===== config.mk =====
export PLATFORM = sky130hd
export DESIGN_NAME = nfifo_read_port_flat
export DESIGN_NICKNAME = d
export VERILOG_FILES = /design/src/design/nfifo_addr_pkg.sv /design/src/design/nfifo_dim_pkg.sv /design/src/design/nfifo_if.sv /design/src/design/nfifo_read_port.sv /design/src/flat_wrapper.sv
export SDC_FILE = /design/constraint.sdc
export NUM_CORES = 1
export LEC_CHECK = 0
export BUFFER_PORTS_ARGS = -buffer_cell sky130_fd_sc_hd__buf_2
export CAP_MARGIN = 10
export CORE_MARGIN = 4
export CORE_UTILIZATION = 55
export DETAILED_ROUTE_END_ITERATION = 16
export HOLD_SLACK_MARGIN = 0.12
export PLACE_DENSITY = 0.78
export SETUP_SLACK_MARGIN = 0.2
export SYNTH_ARGS = -nofsm -noshare
export SYNTH_HDL_FRONTEND = slang
export SYNTH_SLANG_ARGS = --single-unit

===== constraint.sdc =====
create_clock -name clk -period 2 [get_ports clk]
set_input_delay 0.4 -clock clk [delete_from_list [all_inputs] [get_ports clk]]
set_output_delay 0.4 -clock clk [all_outputs]
set_load 0.02 [all_outputs]

===== src/design/nfifo_addr_pkg.sv =====
`default_nettype none

// ----------------------------------------------------------
// Width and address helpers for the shared block memory
// ----------------------------------------------------------
package nfifo_addr_pkg;

  // Offset bits inside one block, never below one
  function automatic int ptr_width(input int block_size);
    return (block_size > 1) ? $clog2(block_size) : 1;
  endfunction

  // Counts 0 through block_size inclusive
  function automatic int status_width(input int block_size);
    return $clog2(block_size + 1);
  endfunction

  // Flow index bits
  function automatic int flow_width(input int flows);
    return (flows > 1) ? $clog2(flows) : 1;
  endfunction

  // Whole shared memory address
  function automatic int phys_width(input int flows, input int block_size);
    return (flows * block_size > 1) ? $clog2(flows * block_size) : 1;
  endfunction

  // Blocks are laid out back to back, flow 0 first
  function automatic int block_base(input int flow, input int block_size);
    return flow * block_size;
  endfunction

endpackage : nfifo_addr_pkg

`default_nettype wire


===== src/design/nfifo_dim_pkg.sv =====
`default_nettype none

// ----------------------------------------------------------
// Default dimensions of the multi-flow FIFO
// ----------------------------------------------------------
package nfifo_dim_pkg;

  // Number of independent flows
  localparam int DEF_FLOWS = 4;

  // Bits per word of a single flow
  localparam int DEF_FLOW_WIDTH = 16;

  // Words per flow block in the shared memory
  localparam int DEF_BLOCK_SIZE = 16;

  // Output FIFO depth per flow, also the initial credit count
  localparam int DEF_CREDITS = 2;

endpackage : nfifo_dim_pkg

`default_nettype wire


===== src/design/nfifo_if.sv =====
`timescale 1ns/1ps
`default_nettype none


// ----------------------------------------------------------
// Buffer to consumer transfers, credits flow back
// ----------------------------------------------------------
interface nfifo_credit_if #(
  parameter int FLOWS      = nfifo_dim_pkg::DEF_FLOWS,
  parameter int FLOW_WIDTH = nfifo_dim_pkg::DEF_FLOW_WIDTH
);
  localparam int FW = nfifo_addr_pkg::flow_width(FLOWS);

  logic                  xfer_vld;
  logic [FW-1:0]         xfer_flow;
  logic [FLOW_WIDTH-1:0] xfer_data;
  // One pulse per word popped by a reader
  logic [FLOWS-1:0]      credit_ret;

  modport sender   (output xfer_vld, xfer_flow, xfer_data, input  credit_ret);
  modport receiver (input  xfer_vld, xfer_flow, xfer_data, output credit_ret);
endinterface : nfifo_credit_if

`default_nettype wire


===== src/design/nfifo_read_port.sv =====
`timescale 1ns/1ps
`default_nettype none

module nfifo_read_port #(
  parameter int FLOWS      = nfifo_dim_pkg::DEF_FLOWS,
  parameter int FLOW_WIDTH = nfifo_dim_pkg::DEF_FLOW_WIDTH,
  parameter int CREDITS    = nfifo_dim_pkg::DEF_CREDITS
) (
  input  logic                                clk,
  input  logic                                rst_n,
  nfifo_credit_if.receiver                    xfer,
  input  logic [FLOWS-1:0]                    read,
  output logic [FLOWS-1:0][FLOW_WIDTH-1:0]    data_out,
  output logic [FLOWS-1:0]                    data_vld,
  output logic [FLOWS-1:0]                    empty
);
  localparam int FW = nfifo_addr_pkg::flow_width(FLOWS);
  localparam int QW = (CREDITS > 1) ? $clog2(CREDITS) : 1;
  localparam int CW = $clog2(CREDITS + 1);

  // Small FIFO per flow, sized by the credits
  logic [FLOW_WIDTH-1:0] fifo_q [FLOWS][CREDITS];
  logic [QW-1:0]         wr_ptr [FLOWS];
  logic [QW-1:0]         rd_ptr [FLOWS];
  logic [CW-1:0]         cnt    [FLOWS];
  logic [FLOWS-1:0]      push;
  logic [FLOWS-1:0]      pop;
  logic [FLOWS-1:0]      pop_q;

  function automatic logic [QW-1:0] next_ptr(input logic [QW-1:0] p);
    return (p == QW'(CREDITS - 1)) ? '0 : p + 1'b1;
  endfunction

  always_comb begin
    for (int f = 0; f < FLOWS; f++) begin
      push[f]  = xfer.xfer_vld && (xfer.xfer_flow == FW'(f));
      empty[f] = (cnt[f] == '0);
      // Read while empty is dropped
      pop[f]   = read[f] && !empty[f];
    end
  end

  // ----------------------------------------------------------
  // FIFO control
  // ----------------------------------------------------------
  always_ff @(posedge clk or negedge rst_n) begin
    if (!rst_n) begin
      for (int f = 0; f < FLOWS; f++) begin
        wr_ptr[f] <= '0;
        rd_ptr[f] <= '0;
        cnt[f]    <= '0;
      end
      pop_q <= '0;
    end else begin
      pop_q <= pop;
      for (int f = 0; f < FLOWS; f++) begin
        if (push[f]) begin
          wr_ptr[f] <= next_ptr(wr_ptr[f]);
        end
        if (pop[f]) begin
          rd_ptr[f] <= next_ptr(rd_ptr[f]);
        end
        // No overflow, the sender holds a credit per free slot
        cnt[f] <= cnt[f] + CW'(push[f]) - CW'(pop[f]);
      end
    end
  end

  // Storage and output lanes
  always_ff @(posedge clk) begin
    for (int f = 0; f < FLOWS; f++) begin
      if (push[f]) begin
        fifo_q[f][wr_ptr[f]] <= xfer.xfer_data;
      end
      if (pop[f]) begin
        data_out[f] <= fifo_q[f][rd_ptr[f]];
      end
    end
  end

  // Valid and credit return share the pop pulse
  assign data_vld        = pop_q;
  assign xfer.credit_ret = pop_q;

endmodule : nfifo_read_port

`default_nettype wire


===== src/flat_wrapper.sv =====
// flat-port wrapper written by rule: the top's interface ports become plain ports
module nfifo_read_port_flat 
#(
  parameter int FLOWS      = nfifo_dim_pkg::DEF_FLOWS,
  parameter int FLOW_WIDTH = nfifo_dim_pkg::DEF_FLOW_WIDTH,
  parameter int CREDITS    = nfifo_dim_pkg::DEF_CREDITS
)
  (clk, rst_n, read, data_out, data_vld, empty, xfer_xfer_vld, xfer_xfer_flow, xfer_xfer_data, xfer_credit_ret);
  nfifo_credit_if #(.FLOWS(FLOWS), .FLOW_WIDTH(FLOW_WIDTH)) xfer_i ();
  input  logic clk;
  input  logic rst_n;
  input  logic [FLOWS-1:0] read;
  output logic [FLOWS-1:0][FLOW_WIDTH-1:0] data_out;
  output logic [FLOWS-1:0] data_vld;
  output logic [FLOWS-1:0] empty;
  input wire logic [$bits(xfer_i.xfer_vld)-1:0] xfer_xfer_vld;
  input wire logic [$bits(xfer_i.xfer_flow)-1:0] xfer_xfer_flow;
  input wire logic [$bits(xfer_i.xfer_data)-1:0] xfer_xfer_data;
  output wire logic [$bits(xfer_i.credit_ret)-1:0] xfer_credit_ret;
  assign xfer_i.xfer_vld = xfer_xfer_vld;
  assign xfer_i.xfer_flow = xfer_xfer_flow;
  assign xfer_i.xfer_data = xfer_xfer_data;
  assign xfer_credit_ret = xfer_i.credit_ret;
  nfifo_read_port #(.FLOWS(FLOWS), .FLOW_WIDTH(FLOW_WIDTH), .CREDITS(CREDITS)) u_core (.clk(clk), .rst_n(rst_n), .xfer(xfer_i), .read(read), .data_out(data_out), .data_vld(data_vld), .empty(empty));
endmodule

Yosys cells after proc, flatten, opt, wreduce, memory -nomap -nowiden:

Memory sizes are Yosys's and may differ from the RTL's.
Cells that the tools add are included.

* register bits after elaboration: 84
* input port bits: 25
* memories kept: 1
* memory bits (writable): 128
* output and inout bits: 76

* bitwise gates (word level): 8
* $lt $le $gt $ge: 12
* equal/unequal tests: 3
* reduce and logical (&&, ||, !) cells: 24
* mux-type cells: 45
* $add $sub $neg: 16

Memory list
* u_core.fifo_q: words 4, bits a word 32, read ports 4, clocked after Yosys merged registers in 0, write ports 1, line nfifo_read_port.sv:22 `logic [FLOW_WIDTH-1:0] fifo_q [FLOWS][CREDITS];`

Operators by type and width (number)
* $mux 32: 10
* $mux 16: 16
* $reduce_or 32->1: 3
* $demux 16 s1: 4
* $ge 2x2->1 const B: 8
* $not 1->2: 8
* $logic_and 1x1->1: 12
* $mux 1: 12
* $logic_not 2->1: 5
* $add 1x1->1 const B: 8
* $add 2x1->2: 4
* $lt 2x1->1 const B: 4
* $sub 2x1->2: 4
* $mux 2: 3
* $eq 2x2->1 const B: 2
* $logic_not 1->1: 4
* $eq 2x1->1 const B: 1

Logic depth before layout (Yosys ltp):

* depth in word-level cells: 10
* mapped depth: 6
* depth with buffers taken out: 6

Worst setup path after synthesis:

No wires, ideal clock.

* kind: input to register
* start point: input port xfer_xfer_flow[1]
* end point: memory u_core.fifo_q[0][16] (netlist name) (enable)
* slack: 182 ps
* arrival time: 1428 ps
* stages on the path: 2
* setup time: 390 ps
* cells stage by stage: nor3b_4 -> nor2b_1

* cells in the longest elaborated chain, start to end: 8
* elaborated cells between the ends (all ways): 25

RTL lines
* start, declared: line flat_wrapper.sv:17 `input wire logic [$bits(xfer_i.xfer_flow)-1:0] xfer_xfer_flow;`
* $eq 2x1->1: line nfifo_read_port.sv:36 `push[f] = xfer.xfer_vld && (xfer.xfer_flow == FW'(f));`
* $logic_and 1x1->1: line nfifo_read_port.sv:36
* $mux 1: line nfifo_read_port.sv:72 `if (push[f]) begin`
* $mux 32 (not written as such): line nfifo_read_port.sv:73 `fifo_q[f][wr_ptr[f]] <= xfer.xfer_data;`
* $reduce_or 32->1 (no source line)
* $mux 2 (no source line) / $mux 32 (equally long branches) (3 in series)
* end, declared: line nfifo_read_port.sv:22

Several ways; a longest one is shown, not always the timed one.

Worst setup path in the final report:

* start point: register u_core.cnt[7] (netlist name)
* end point: output port empty[0]

* cells in the longest elaborated chain, start to end: 1

RTL lines
* start, declared: line nfifo_read_port.sv:25 `logic [CW-1:0] cnt [FLOWS];`
* start signal, assigned by index: line nfifo_read_port.sv:64 `cnt[f] <= cnt[f] + CW'(push[f]) - CW'(pop[f]);`
* $logic_not 2->1: line nfifo_read_port.sv:37 `empty[f] = (cnt[f] == '0);`
* end, declared: line flat_wrapper.sv:15 `output logic [FLOWS-1:0] empty;`

No other way between the ends.

==> key figures <==
Status
  • Status: complete, no violations

Yosys
  • Number of synthesized flops with an enable pin: 192
  • Post-synthesis instance total: approximately 350
  • Synth top cells by count: 192 x edfxtp_1, 36 x mux2_4, 28 x mux2_2
  • Synth async-reset ratio: approximately a tenth
  • Synth Net Count: approximately 380
  • Area leader, netlist: edfxtp_1
  • Synth cell types: 18
  • Register area share after synthesis: between 80% and 90%
  • Ranking of synthesized cells by area: edfxtp_1 75%, mux2_4 7.0%, dfrtp_1 6.5%
  • Syn_area_per_cell: about 22 um2
  • Top-count cell post-synth: edfxtp_1
  • Share of the synthesized area in the top cell type: roughly 75%
  • Mapped Area: 7687 um2
  • FF+latch count, synth: approximately 210
  • Synth Flop Type: edfxtp_1
  • Yosys Warn Count: 0

Global routing
  • Largest net degree at the start of global routing: 21
  • Vias in the first global route: between 3000 and 4000
  • Congestion Overflow GR: 0
  • GRT Total Usage: between 10% and 20%
  • First-pass GRT wire length: 20120 um
  • Initial antenna violation count: 0

Setup path
  • Startpoint Class: flop
  • CP max stage delay: approximately 0.4 ns
  • CP max FO: 3
  • WS Path Type: reg2out
  • Slowest-stage cell, CP: dfrtp_1
  • Arr. time, crit path: around 1.2 ns
  • CP Data Required Time: roughly 1.6 ns
  • Worst Setup End Kind: primary output
  • R2R setup slack: roughly 0.48 ns
  • Reg2reg path depth: 6
  • Worst reg2reg endpoint: u_core.cnt[3]$_DFF_PN0_
  • Reg-to-Reg Start: u_core.cnt[3]$_DFF_PN0_
  • Critical Path, Cell by Cell: nor2_1, buf_2

STA
  • Setup_tns: 0 ns
  • Max-slew headroom: about two thirds
  • Final min period: roughly 1.5 ns
  • Worst Max-Slew Pin Slew: ~0.52 ns
  • Setup-failing EPs final: 0
  • RSZ-0062 raised after global routing: false
  • Fmax: roughly 650 MHz
  • Worst Clk Skew: 0.01145 ns
  • Pins over their slew limit: 0
  • Period utilization: slightly below 80%
  • Fin. Hold Viols: 0

Finish
  • Diodes inserted: 0
  • Area growth from synthesis to layout: 17.12%
  • FF/Latch Area: between 6000 and 7000 um2
  • Share of layout cells above drive strength 1: between 40% and 50%
  • Fillers: 900
  • Footprint of the multi-input gates: between 1000 and 1500 um2
  • Final #Nets: between 500 and 600
  • Util after Layout: 66.93%

Routing
  • # DRC: 0
  • DRT Pass-1 Iters: 4
  • Wire per inst: ~19 um
  • Drt initial violations: 211
  • Detailed Route WL: 12640 um
  • Vias/cell: 5.083
  • Vias post-DR: ~3400
  • ANT nets after route: 0

Die
  • Io pins: between 100 and 150
  • Cell Rows: 42
  • Chip Height: around 130 um
  • Starting Density: 57.14%
  • Core region area: approximately 13000 um2
  • Die Area: around 16000 um2
  • Die width: about 130 um

Power
  • Clock Power Share: roughly 29%
  • Internal: between 9000 and 10000 uW
  • Sw Share: a little over a quarter
  • Switching power: between 3000 and 4000 uW
  • Power density cells: between 1000 and 1500 nW/um2
  • Flop pwr share: roughly 48%
  • Worst VDD drop: just over 0.8 mV
  • Leak: between 0.003 and 0.004 uW
  • Gate power share: between 20% and 30%
  • Power, Total: about 12000 uW

Clock tree
  • Clk buf depth: 3
  • Clock tree root driver cell: clkbuf_16
  • # clock sinks: 212
  • Cts repair resizes: 0
  • H-tree Lvls: 1
  • Total CTS buffers: 20
  • Worst skew pair latency: just under 0.5 ns
  • Clock slew at reported path FFs: around 0.060 ns
  • CTS tree: done

Job
  • Max_cap viols: 0

Hold path
  • Hold_sp: xfer_xfer_data[9]
  • Hold Path Sink: u_core.fifo_q[2][25]$_DFFE_PP_
  • Worst Hold Depth: 1
  • Hold/Removal Path Class: in2reg

Place
  • Hpwl dp: between 8000 and 9000 um
  • Buffers on Ports: 100
  • Final GP Congestion: roughly 0.72
==> metal layers <==
metal / global-route usage [%] / vias up / wire, um
met4: 6.183 / 0 / 354
met1: 21.46 / 1683 / 5064
li1: - / 1560 / -
met2: 27.67 / 96 / 6441
met5: 0 / - / 0
met3: 2.837 / 26 / 775
==> cell usage in the layout, fill, tap and decap left out, types with 2 or more instances in the layout <==
master and n:
edfxtp_1 192, buf_2 100, mux2_4 36, mux2_2 28
clkbuf_16 21, dfrtp_1 20, buf_4 16, inv_1 13
xnor2_1 11, nor2_1 9, ha_1 8, clkbuf_1 6
xor2_1 5, o21a_1 4, clkinv_2 4, clkinv_1 3
nand3b_1 2, and2_1 2
==> worst max path at each step <==
stage,startpoint,end,slack (ns)
2_1_floorplan,read[0],u_core.cnt[7]$_DFF_PN0_,0.25
5_1_grt,u_core.cnt[3]$_DFF_PN0_,u_core.cnt[3]$_DFF_PN0_,0.37
4_1_cts,u_core.cnt[7]$_DFF_PN0_,empty[0],0.43
3_5_place_dp,xfer_xfer_flow[1],u_core.fifo_q[0][26]$_DFFE_PP_,0.41
6_report,u_core.cnt[7]$_DFF_PN0_,empty[0],0.45
3_3_place_gp,xfer_xfer_flow[1],u_core.fifo_q[0][23]$_DFFE_PP_,0.43
==> power by group through the flow <==
stage / Combinational (uW) / Clock, uW / Sequential, uW
after floorplan: 1820 / 0 / 6550
after global placement: 2850 / 0 / 6080
after detailed placement: 2920 / 0 / 6110
after CTS: 2950 / 3630 / 6020
after global routing: 3130 / 3850 / 6080
final: 2890 / 3560 / 6010
==> per-stage QoR <==
step                      setup slack (ns)  instances  area [um2]  hold slack, ns
after floorplan                     0.2502        345        7690          0.1044
after global placement              0.4311        625        8376          0.3930
after detailed placement            0.4109        625        8376          0.4093
after CTS                           0.4308        662        9004          0.1990
after global routing                0.3711        662        9004          0.2056
final                               0.4517        662        9004          0.2124
==> cell families (layout without fill, tap and decap cells) <==
group,Yosys count,count (layout),synth area share [%]
buf+inv,25,166,2.653
xor+xnor,16,16,1.823
fa+ha+maj,8,8,1.302
flops,212,212,81.51
mux,64,64,11.13
simple gates,16,16,1.188
compound gates,4,4,0.3906
==> timing repair <==
action	4_1_cts	5_1_grt
setup buffers	0	0
endpoints found under the hold margin	20	0
hold buffers	1	0
==> state kept, by name, summed over array words and instances, names as in the netlist <==
register         cells
u_core.cnt           8
u_core.data_out     64
u_core.data_vld      4
u_core.fifo_q      128
u_core.rd_ptr        4
u_core.wr_ptr        4
==> final cells by class <==
| class | instances | area share, % |
|---|---|---|
| flip-flops and latches | 212 | 69.59 |
| multi-input cells | 108 | 13.55 |
| repair buffers | 117 | 7.004 |
| clock buffers | 27 | 6.087 |
| well taps | 176 | 2.446 |
| clock inverters | 9 | 0.7782 |
| inverters | 13 | 0.5420 |
==> worst max-delay path, delay by kind of cell, from the launching register on <==
| family | cells | cell delay (ns) |
|---|---|---|
| simple gates | 1 | 0.10 |
| flops | 1 | 0.40 |
| buf+inv | 1 | 0.16 |
No activity file was read; power rests on OpenSTA's default activity.
