[config.mk]
export PLATFORM = sky130hd
export DESIGN_NAME = nfifo_write_ctrl_flat
export DESIGN_NICKNAME = d
export VERILOG_FILES = /design/src/design/nfifo_addr_pkg.sv /design/src/design/nfifo_dim_pkg.sv /design/src/design/nfifo_if.sv /design/src/design/nfifo_write_ctrl.sv /design/src/flat_wrapper.sv
export SDC_FILE = /design/constraint.sdc
export NUM_CORES = 1
export LEC_CHECK = 0
export BUFFER_PORTS_ARGS = -buffer_cell sky130_fd_sc_hd__clkbuf_2
export CAP_MARGIN = 10
export CORE_MARGIN = 8
export CORE_UTILIZATION = 43
export CTS_BUF_LIST = sky130_fd_sc_hd__clkbuf_4 sky130_fd_sc_hd__clkbuf_8 sky130_fd_sc_hd__clkbuf_16
export DETAILED_ROUTE_END_ITERATION = 8
export PLACE_DENSITY = 0.77
export SYNTH_ARGS = -nofsm -noshare
export SYNTH_HDL_FRONTEND = slang
export SYNTH_SLANG_ARGS = --single-unit
[constraint.sdc]
create_clock -name clk -period 2.4 [get_ports clk]
set_clock_uncertainty 0.15 [all_clocks]
set_input_delay 0.48 -clock clk [delete_from_list [all_inputs] [get_ports clk]]
set_output_delay 0.48 -clock clk [all_outputs]
set_load 0.02 [all_outputs]
[src/design/nfifo_addr_pkg.sv]
`default_nettype none

// ----------------------------------------------------------
// Width and address helpers for the shared block memory
// ----------------------------------------------------------
package nfifo_addr_pkg;

  // Offset bits inside one block, never below one
  function automatic int ptr_width(input int block_size);
    return (block_size > 1) ? $clog2(block_size) : 1;
  endfunction

  // Counts 0 through block_size inclusive
  function automatic int status_width(input int block_size);
    return $clog2(block_size + 1);
  endfunction

  // Flow index bits
  function automatic int flow_width(input int flows);
    return (flows > 1) ? $clog2(flows) : 1;
  endfunction

  // Whole shared memory address
  function automatic int phys_width(input int flows, input int block_size);
    return (flows * block_size > 1) ? $clog2(flows * block_size) : 1;
  endfunction

  // Blocks are laid out back to back, flow 0 first
  function automatic int block_base(input int flow, input int block_size);
    return flow * block_size;
  endfunction

endpackage : nfifo_addr_pkg

`default_nettype wire

[src/design/nfifo_dim_pkg.sv]
`default_nettype none

// ----------------------------------------------------------
// Default dimensions of the multi-flow FIFO
// ----------------------------------------------------------
package nfifo_dim_pkg;

  // Number of independent flows
  localparam int DEF_FLOWS = 4;

  // Bits per word of a single flow
  localparam int DEF_FLOW_WIDTH = 16;

  // Words per flow block in the shared memory
  localparam int DEF_BLOCK_SIZE = 16;

  // Output FIFO depth per flow, also the initial credit count
  localparam int DEF_CREDITS = 2;

endpackage : nfifo_dim_pkg

`default_nettype wire

[src/design/nfifo_if.sv]
`timescale 1ns/1ps
`default_nettype none

// ----------------------------------------------------------
// Producer to buffer, memory writes and commits
// ----------------------------------------------------------
interface mem_wr_if #(
  parameter int FLOWS      = nfifo_dim_pkg::DEF_FLOWS,
  parameter int FLOW_WIDTH = nfifo_dim_pkg::DEF_FLOW_WIDTH,
  parameter int BLOCK_SIZE = nfifo_dim_pkg::DEF_BLOCK_SIZE
);
  localparam int PHW = nfifo_addr_pkg::phys_width(FLOWS, BLOCK_SIZE);
  localparam int FW  = nfifo_addr_pkg::flow_width(FLOWS);
  localparam int SW  = nfifo_addr_pkg::status_width(BLOCK_SIZE);

  // Physical write, valid while wr_en is high
  logic                  wr_en;
  logic [PHW-1:0]        wr_addr;
  logic [FLOW_WIDTH-1:0] wr_data;

  // One-cycle commit pulse
  logic                  commit_vld;
  logic [FW-1:0]         commit_flow;
  logic [SW-1:0]         commit_len;

  modport producer (output wr_en, wr_addr, wr_data, commit_vld, commit_flow, commit_len);
  modport buffer   (input  wr_en, wr_addr, wr_data, commit_vld, commit_flow, commit_len);
endinterface : mem_wr_if


`default_nettype wire

[src/design/nfifo_write_ctrl.sv]
`timescale 1ns/1ps
`default_nettype none

module nfifo_write_ctrl #(
  parameter int FLOWS      = nfifo_dim_pkg::DEF_FLOWS,
  parameter int FLOW_WIDTH = nfifo_dim_pkg::DEF_FLOW_WIDTH,
  parameter int BLOCK_SIZE = nfifo_dim_pkg::DEF_BLOCK_SIZE
) (
  input  logic                                             clk,
  input  logic                                             rst_n,
  input  logic [FLOW_WIDTH-1:0]                            data_in,
  input  logic [nfifo_addr_pkg::flow_width(FLOWS)-1:0]     block_addr,
  input  logic [nfifo_addr_pkg::ptr_width(BLOCK_SIZE)-1:0] wr_addr,
  input  logic                                             write,
  input  logic [nfifo_addr_pkg::status_width(BLOCK_SIZE)-1:0] new_len,
  input  logic                                             new_len_dv,
  mem_wr_if.producer                                       mem
);
  localparam int PW   = nfifo_addr_pkg::ptr_width(BLOCK_SIZE);
  localparam int SW   = nfifo_addr_pkg::status_width(BLOCK_SIZE);
  localparam int FW   = nfifo_addr_pkg::flow_width(FLOWS);
  localparam int PHW  = nfifo_addr_pkg::phys_width(FLOWS, BLOCK_SIZE);
  // One spare bit, sums stay below twice the block size
  localparam int SUMW = SW + 1;

  // Start of uncommitted space per flow
  logic [PW-1:0]         commit_ptr [FLOWS];
  logic [SUMW-1:0]       wr_sum;
  logic [SUMW-1:0]       len_sum;
  logic [PW-1:0]         wr_off;
  logic [PW-1:0]         next_ptr;
  logic [PHW-1:0]        phys_addr;

  // Output stage
  logic                  wr_en_q;
  logic [PHW-1:0]        wr_addr_q;
  logic [FLOW_WIDTH-1:0] wr_data_q;
  logic                  commit_vld_q;
  logic [FW-1:0]         commit_flow_q;
  logic [SW-1:0]         commit_len_q;

  // ----------------------------------------------------------
  // Address translation
  // ----------------------------------------------------------
  always_comb begin
    // Offset is relative to the commit point, wraps inside the block
    wr_sum = SUMW'(commit_ptr[block_addr]) + SUMW'(wr_addr);
    if (wr_sum >= SUMW'(BLOCK_SIZE)) begin
      wr_off = PW'(wr_sum - SUMW'(BLOCK_SIZE));
    end else begin
      wr_off = PW'(wr_sum);
    end
    phys_addr = PHW'(nfifo_addr_pkg::block_base(int'(block_addr), BLOCK_SIZE)) + PHW'(wr_off);

    // Commit point after new_len words
    len_sum = SUMW'(commit_ptr[block_addr]) + SUMW'(new_len);
    if (len_sum >= SUMW'(BLOCK_SIZE)) begin
      next_ptr = PW'(len_sum - SUMW'(BLOCK_SIZE));
    end else begin
      next_ptr = PW'(len_sum);
    end
  end

  // Control registers
  always_ff @(posedge clk or negedge rst_n) begin
    if (!rst_n) begin
      for (int f = 0; f < FLOWS; f++) begin
        commit_ptr[f] <= '0;
      end
      wr_en_q      <= 1'b0;
      commit_vld_q <= 1'b0;
    end else begin
      wr_en_q      <= write;
      commit_vld_q <= new_len_dv;
      // Write above used the old pointer, so the commit covers it
      if (new_len_dv) begin
        commit_ptr[block_addr] <= next_ptr;
      end
    end
  end

  // Payload, only sampled when qualified
  always_ff @(posedge clk) begin
    if (write) begin
      wr_addr_q <= phys_addr;
      wr_data_q <= data_in;
    end
    if (new_len_dv) begin
      commit_flow_q <= block_addr;
      commit_len_q  <= new_len;
    end
  end

  assign mem.wr_en       = wr_en_q;
  assign mem.wr_addr     = wr_addr_q;
  assign mem.wr_data     = wr_data_q;
  assign mem.commit_vld  = commit_vld_q;
  assign mem.commit_flow = commit_flow_q;
  assign mem.commit_len  = commit_len_q;

endmodule : nfifo_write_ctrl

`default_nettype wire

[src/flat_wrapper.sv]
// flat-port wrapper written by rule: the top's interface ports become plain ports
module nfifo_write_ctrl_flat 
#(
  parameter int FLOWS      = nfifo_dim_pkg::DEF_FLOWS,
  parameter int FLOW_WIDTH = nfifo_dim_pkg::DEF_FLOW_WIDTH,
  parameter int BLOCK_SIZE = nfifo_dim_pkg::DEF_BLOCK_SIZE
)
  (clk, rst_n, data_in, block_addr, wr_addr, write, new_len, new_len_dv, mem_wr_en, mem_wr_addr, mem_wr_data, mem_commit_vld, mem_commit_flow, mem_commit_len);
  mem_wr_if #(.FLOWS(FLOWS), .FLOW_WIDTH(FLOW_WIDTH), .BLOCK_SIZE(BLOCK_SIZE)) mem_i ();
  input  logic clk;
  input  logic rst_n;
  input  logic [FLOW_WIDTH-1:0] data_in;
  input  logic [nfifo_addr_pkg::flow_width(FLOWS)-1:0] block_addr;
  input  logic [nfifo_addr_pkg::ptr_width(BLOCK_SIZE)-1:0] wr_addr;
  input  logic write;
  input  logic [nfifo_addr_pkg::status_width(BLOCK_SIZE)-1:0] new_len;
  input  logic new_len_dv;
  output wire logic [$bits(mem_i.wr_en)-1:0] mem_wr_en;
  output wire logic [$bits(mem_i.wr_addr)-1:0] mem_wr_addr;
  output wire logic [$bits(mem_i.wr_data)-1:0] mem_wr_data;
  output wire logic [$bits(mem_i.commit_vld)-1:0] mem_commit_vld;
  output wire logic [$bits(mem_i.commit_flow)-1:0] mem_commit_flow;
  output wire logic [$bits(mem_i.commit_len)-1:0] mem_commit_len;
  assign mem_wr_en = mem_i.wr_en;
  assign mem_wr_addr = mem_i.wr_addr;
  assign mem_wr_data = mem_i.wr_data;
  assign mem_commit_vld = mem_i.commit_vld;
  assign mem_commit_flow = mem_i.commit_flow;
  assign mem_commit_len = mem_i.commit_len;
  nfifo_write_ctrl #(.FLOWS(FLOWS), .FLOW_WIDTH(FLOW_WIDTH), .BLOCK_SIZE(BLOCK_SIZE)) u_core (.clk(clk), .rst_n(rst_n), .data_in(data_in), .block_addr(block_addr), .wr_addr(wr_addr), .write(write), .new_len(new_len), .new_len_dv(new_len_dv), .mem(mem_i));
endmodule
# [Word level (Yosys, flattened, before mapping)]
# Index checks and enable logic that the tools add are counted.
[classes] n_reduce_logical=1 order_cmp=4 n_bitwise=1 n_mux=8 addsub=5
[op_table] operator="$mux 4" count=5
[op_table] operator="$bwmux 16" count=1
[op_table] operator="$bmux 4 s2" count=1
[op_table] operator="$demux 4 s2" count=1
[op_table] operator="$sub 4x1->4 const B" count=2
[op_table] operator="$add 4x5->6" count=1
[op_table] operator="$add 6x4->6" count=1
[op_table] operator="$ge 6x5->1 const B" count=1
[op_table] operator="$add 4x4->5" count=1
[op_table] operator="$ge 5x5->1 const B" count=1
[op_table] operator="$ge 3x3->1 const B" count=1
[op_table] operator="$lt 3x1->1 const B" count=1
[op_table] operator="$not 2->3" count=1
[op_table] operator="$logic_and 1x1->1" count=1
[totals] ff_bits=47 wordCells=29 input_bits=31

# [Logic depth before layout (Yosys ltp)]
[logic_depth] ltp_word=8 mapped_depth=7 depth_no_buf=6

# [Worst setup path before layout]
# OpenSTA, ideal clock, no wires.
[synth_path] path_kind="input -> register" from="in block_addr[0] (netlist bit)" to="reg u_core.commit_ptr[11] (netlist bit)" setup_slack_ns=-0.175 arrival_time_ns=2.359 t_required_ns=2.184 cell_stages=7 cell_sequence="buf_4 mux4_1 ha_1 a21oi_1 a21oi_1 or4_1 nand2_1"
[synth_via] elab_chain_cells=8 word_cells_on_any_way=14
[synth_rtl] element="start, declared" line_no="flat_wrapper.sv:13" source="input logic [nfifo_addr_pkg::flow_width(FLOWS)-1:0] block_addr;"
[synth_rtl] element="$not 2->3 (not written as such) (*)" line_no="nfifo_write_ctrl.sv:56, nfifo_write_ctrl.sv:77"
[synth_rtl] element="$bmux 4 s2" line_no="nfifo_write_ctrl.sv:56" source="len_sum = SUMW'(commit_ptr[block_addr]) + SUMW'(new_len);"
[synth_rtl] element="$mux 4 (not written as such) (2 in series)" line_no="nfifo_write_ctrl.sv:56"
[synth_rtl] element="$add 4x5->6" line_no="nfifo_write_ctrl.sv:56"
[synth_rtl] element="$ge 6x5->1 / $sub 4x1->4 (equally long branches)" line_no="nfifo_write_ctrl.sv:57, nfifo_write_ctrl.sv:58"
[synth_rtl] element="$mux 4" line_no="nfifo_write_ctrl.sv:57" source="if (len_sum >= SUMW'(BLOCK_SIZE)) begin"
[synth_rtl] element="$bwmux 16 (*)" line_no="nfifo_write_ctrl.sv:77" source="commit_ptr[block_addr] <= next_ptr;"
[synth_rtl] element="end signal, assigned by index" line_no="nfifo_write_ctrl.sv:77"
[synth_rtl] element="end, declared" line_no="nfifo_write_ctrl.sv:27" source="logic [PW-1:0] commit_ptr [FLOWS];"
# Mark *: on every way between the ends. The rest lies on a longest branch, timed or not. The select of a mux whose other input is x is not followed.
# A chain may end at the register's enable or synchronous reset.

# [Final worst setup path]
# Ends and elaborated chain as after synthesis.

==> run_results.csv <==
group,metric,value,unit
outcome,status,"completed",
sta,rsz0062_at_grt,"false",
floorplan,die_y,81.8,um
clocking,clk_latency,290,ps
floorplan,design.core.area,4260,um2
synthesis,syn_inst,110,
power,seqPwrFrac,48.8,%
sta,setup_violations,0,
setup_path,critPathCaptureType,"register",
power,switching_share,31.2,%
sta,hold_viol,0,
sta,fin_crit,2270,ps
sta,drv_slew,0,
setup_path,cp-startpoint,"block_addr[0]",
place,gp_congestion,0.839,
finish,final_core_util,55.8,%
job,cap_violations,0,
setup_path,crit_path_end,"u_core.commit_ptr[11]",
floorplan,io_pins,62,
finish,layout.nets,221,
setup_path,worstSetupPathType,"in -> reg",
setup_path,rr_endpoint,"u_core.commit_ptr[11]",
floorplan,die_area,6680,um2
sta,max_freq,440,MHz
place,placedCellCount,226,
clocking,clockBufferDepth,2,
clocking,postCtsResizedCells,0,
synthesis,ys_seq_elements,47,
sta,postLayoutSetupSlackWorst,126,ps
setup_path,worst-r2r-cell-count,6,
setup_path,worstPathRequired,2480,ps
clocking,ctsHtreeMaxLevel,2,
clocking,postCtsSetupBuffers,0,
routing,routed-via-count,1187,
synthesis,ys_warn_count,0,
setup_path,path_max_fanout,7,
synthesis,synth_edf_count,29,
place,pre_cts_ws,-193,ps
routing,drtIter0Drc,78,
routing,wl_per_cell,17.2,um
setup_path,crit_chain,"clkbuf_2 -> mux4_2 -> ha_4 -> a21oi_2 -> a21oi_2 -> or4_1 -> nand2_1",
finish,layout-drive-gt1-share,47.5,%
setup_path,cpPeakStageDelay,580,ps
finish,area_growth,27.9,%
place,portBuffers,61,
routing,drc,0,
clocking,numCtsBuffers,5,
power,p_int,0.00166,W
floorplan,fp-row-count,24,
global_routing,grt_use_total,12.4,%
clocking,hold_buffers,1,
routing,viasPerCell,5.05,
power,switching_power,0.000754,W
clocking,clock_sinks,47,
synthesis,async_reset_ff_share,38.3,%
sta,slew_headroom,63.1,%
global_routing,grt_pass1_vias,1255,
power,vdd_drop_max,0.494,mV
sta,finalCritPeriodShare,94.7,%
power,p_leak,1.07,nW
power,p_per_area,1020,nW/um2
global_routing,grt_max_degree,24,
place,dpl.hpwl,3240,um
setup_path,start_kind,"input pin",
clocking,path_clk_slew,80,ps
clocking,cts_tree,"done",
synthesis,syn_area,1860,um2
synthesis,synth_nets,149,
global_routing,antenna_found_initial,0,
setup_path,cp.arrival,2360,ps
synthesis,synth_ff_type,"edfxtp_1",
routing,routed_wl,4040,um
global_routing,grt_overflow,0,
floorplan,start_util,43.6,%
power,combPwrFrac,30.9,%
global_routing,grt_pass1_wl,6160,um
setup_path,critPathMostFrequentCell,"a21oi_2",
hold_path,hold_path.class,"in -> reg",
synthesis,yosysSeqAreaShare,71.1,%
setup_path,reg2reg_slack,160,ps
finish,final_cells,235,
finish,diodes,0,
routing,drtPass1Iterations,4,
synthesis,synth_cell_types,25,
synthesis,syn_area_per_cell,16.9,um2
sta,worstMarginPinSlew,553,ps
floorplan,die_x,81.8,um
clocking,cts_root_buffer,"clkbuf_8",
power,p_clk_share,20.3,%
setup_path,r2r-start,"u_core.commit_ptr[2]",
routing,detail-route-antenna-nets,0,
setup_path,crit_slowest_cell,"mux4_2",
[area by class of cell]
class | instances | area, um2
Sequential cell | 47 | 1320
Fill cell | 353 | 1890
Inverter | 4 | 15.0
Tap cell | 52 | 65.1
Clock inverter | 2 | 16.3
Multi-Input combinational cell | 56 | 517
Timing Repair Buffer | 68 | 360
Clock buffer | 6 | 82.6
[placed cells by master (no fill, tap or decap)]
cell           instances
edfxtp_1              29
fa_1                   2
buf_4                  6
clkinv_4               1
ha_1                   5
a21oi_2                2
dlygate4sd3_1          1
dfrtp_1               18
mux4_2                 3
nand2_1               10
o31ai_1                2
xnor2_1                1
or3b_1                 1
nor3_2                 1
and3_4                 1
clkinvlp_4             1
clkbuf_8               6
clkbuf_2              61
inv_1                  4
a21o_1                 1
or4_1                  2
a21oi_1                1
nand3b_1               2
nand3_1                2
mux4_1                 1
ha_4                   1
mux2_2                 4
xor2_1                 5
nor3_1                 1
o21ai_0                8
[cells by family (layout without fill, tap and decap cells)]
| family | count (synthesis) | in the layout | synth area share, % |
|---|---|---|---|
| flip-flops | 47 | 47 | 71.1 |
| AND/OR/NAND/NOR | 20 | 20 | 5.79 |
| AO/OA/AOI/OAI | 14 | 14 | 4.17 |
| adder cells (fa/ha/maj) | 8 | 8 | 6.19 |
| multiplexers | 8 | 8 | 7.87 |
| buffers and inverters | 7 | 80 | 2.09 |
| XOR/XNOR | 6 | 6 | 2.83 |
[layer usage]
metal / share of wire (%) / track usage [%] / wire length, um / vias to the layer above
li1: - / - / - / 549
met1: 39 / 14.0 / 1570 / 559
met2: 44 / 19.4 / 1780 / 67
met3: 15 / 6.24 / 601 / 12
met4: 2.0 / 5.26 / 80 / 0
met5: 0 / 0 / 0 / -
[Yosys cell counts (2+ instances only)]
master / count / area share, %
mux4_1: 3 / 4.2
edfxtp_1: 29 / 47
o21ai_0: 8 / 2.2
or4_1: 2 / 0.81
mux2_2: 4 / 2.4
nand3b_1: 2 / 0.81
inv_1: 4 / 0.81
o31ai_1: 2 / 0.81
fa_1: 2 / 2.2
a21oi_1: 3 / 0.81
nand2_1: 10 / 2.0
nand3_1: 2 / 0.54
ha_1: 6 / 4.0
dfrtp_1: 18 / 24
xor2_1: 5 / 2.4
[stage by stage]
stage	hold WS, ps	TNS, ps	power (W)	instance area (um2)
finish	203	0	0.00242	2380
global route	185	0	0.00257	2380
CTS	195	0	0.00244	2380
detailed placement	298	-1430	0.00195	2270
global placement	284	-611	0.00189	2270
floorplan	34.4	0	0.00166	1880
[power by group through the flow]
stage | logic [W] | clock network, W | registers (W)
after CTS | 0.000753 | 0.000506 | 0.00118
final | 0.000747 | 0.000492 | 0.00118
after floorplan | 0.000405 | 0 | 0.00126
after detailed placement | 0.000749 | 0 | 0.00120
after global placement | 0.000705 | 0 | 0.00118
after global routing | 0.000824 | 0.000547 | 0.00120
[critical path, delay by kind of cell]
| family | cells | cell delay (ps) |
|---|---|---|
| adder cells (fa/ha/maj) | 1 | 280 |
| buffers and inverters | 1 | 180 |
| AND/OR/NAND/NOR | 2 | 560 |
| multiplexers | 1 | 580 |
| AO/OA/AOI/OAI | 2 | 270 |
[worst min-delay path by stage]
stage | from | end | slack (ps) | cells past startpoint
final | data_in[15] | u_core.mem.wr_data[15] | 200 | 1
after global routing | new_len[4] | u_core.mem.commit_len[4] | 190 | 1
after CTS | data_in[15] | u_core.mem.wr_data[15] | 190 | 1
after detailed placement | rst_n | u_core.commit_ptr[8] | 300 | 1
after global placement | rst_n | u_core.commit_ptr[2] | 280 | 1
after floorplan | rst_n | u_core.commit_ptr[0] | 30 | 0
[flip-flops by register name, summed over array words and instances, names as in the netlist]
register / count
u_core.commit_ptr: 16
u_core.mem.commit_flow: 2
u_core.mem.commit_len: 5
u_core.mem.commit_vld: 1
u_core.mem.wr_addr: 6
u_core.mem.wr_data: 16
u_core.mem.wr_en: 1
Note: power is estimated with default switching activity, not from simulation.
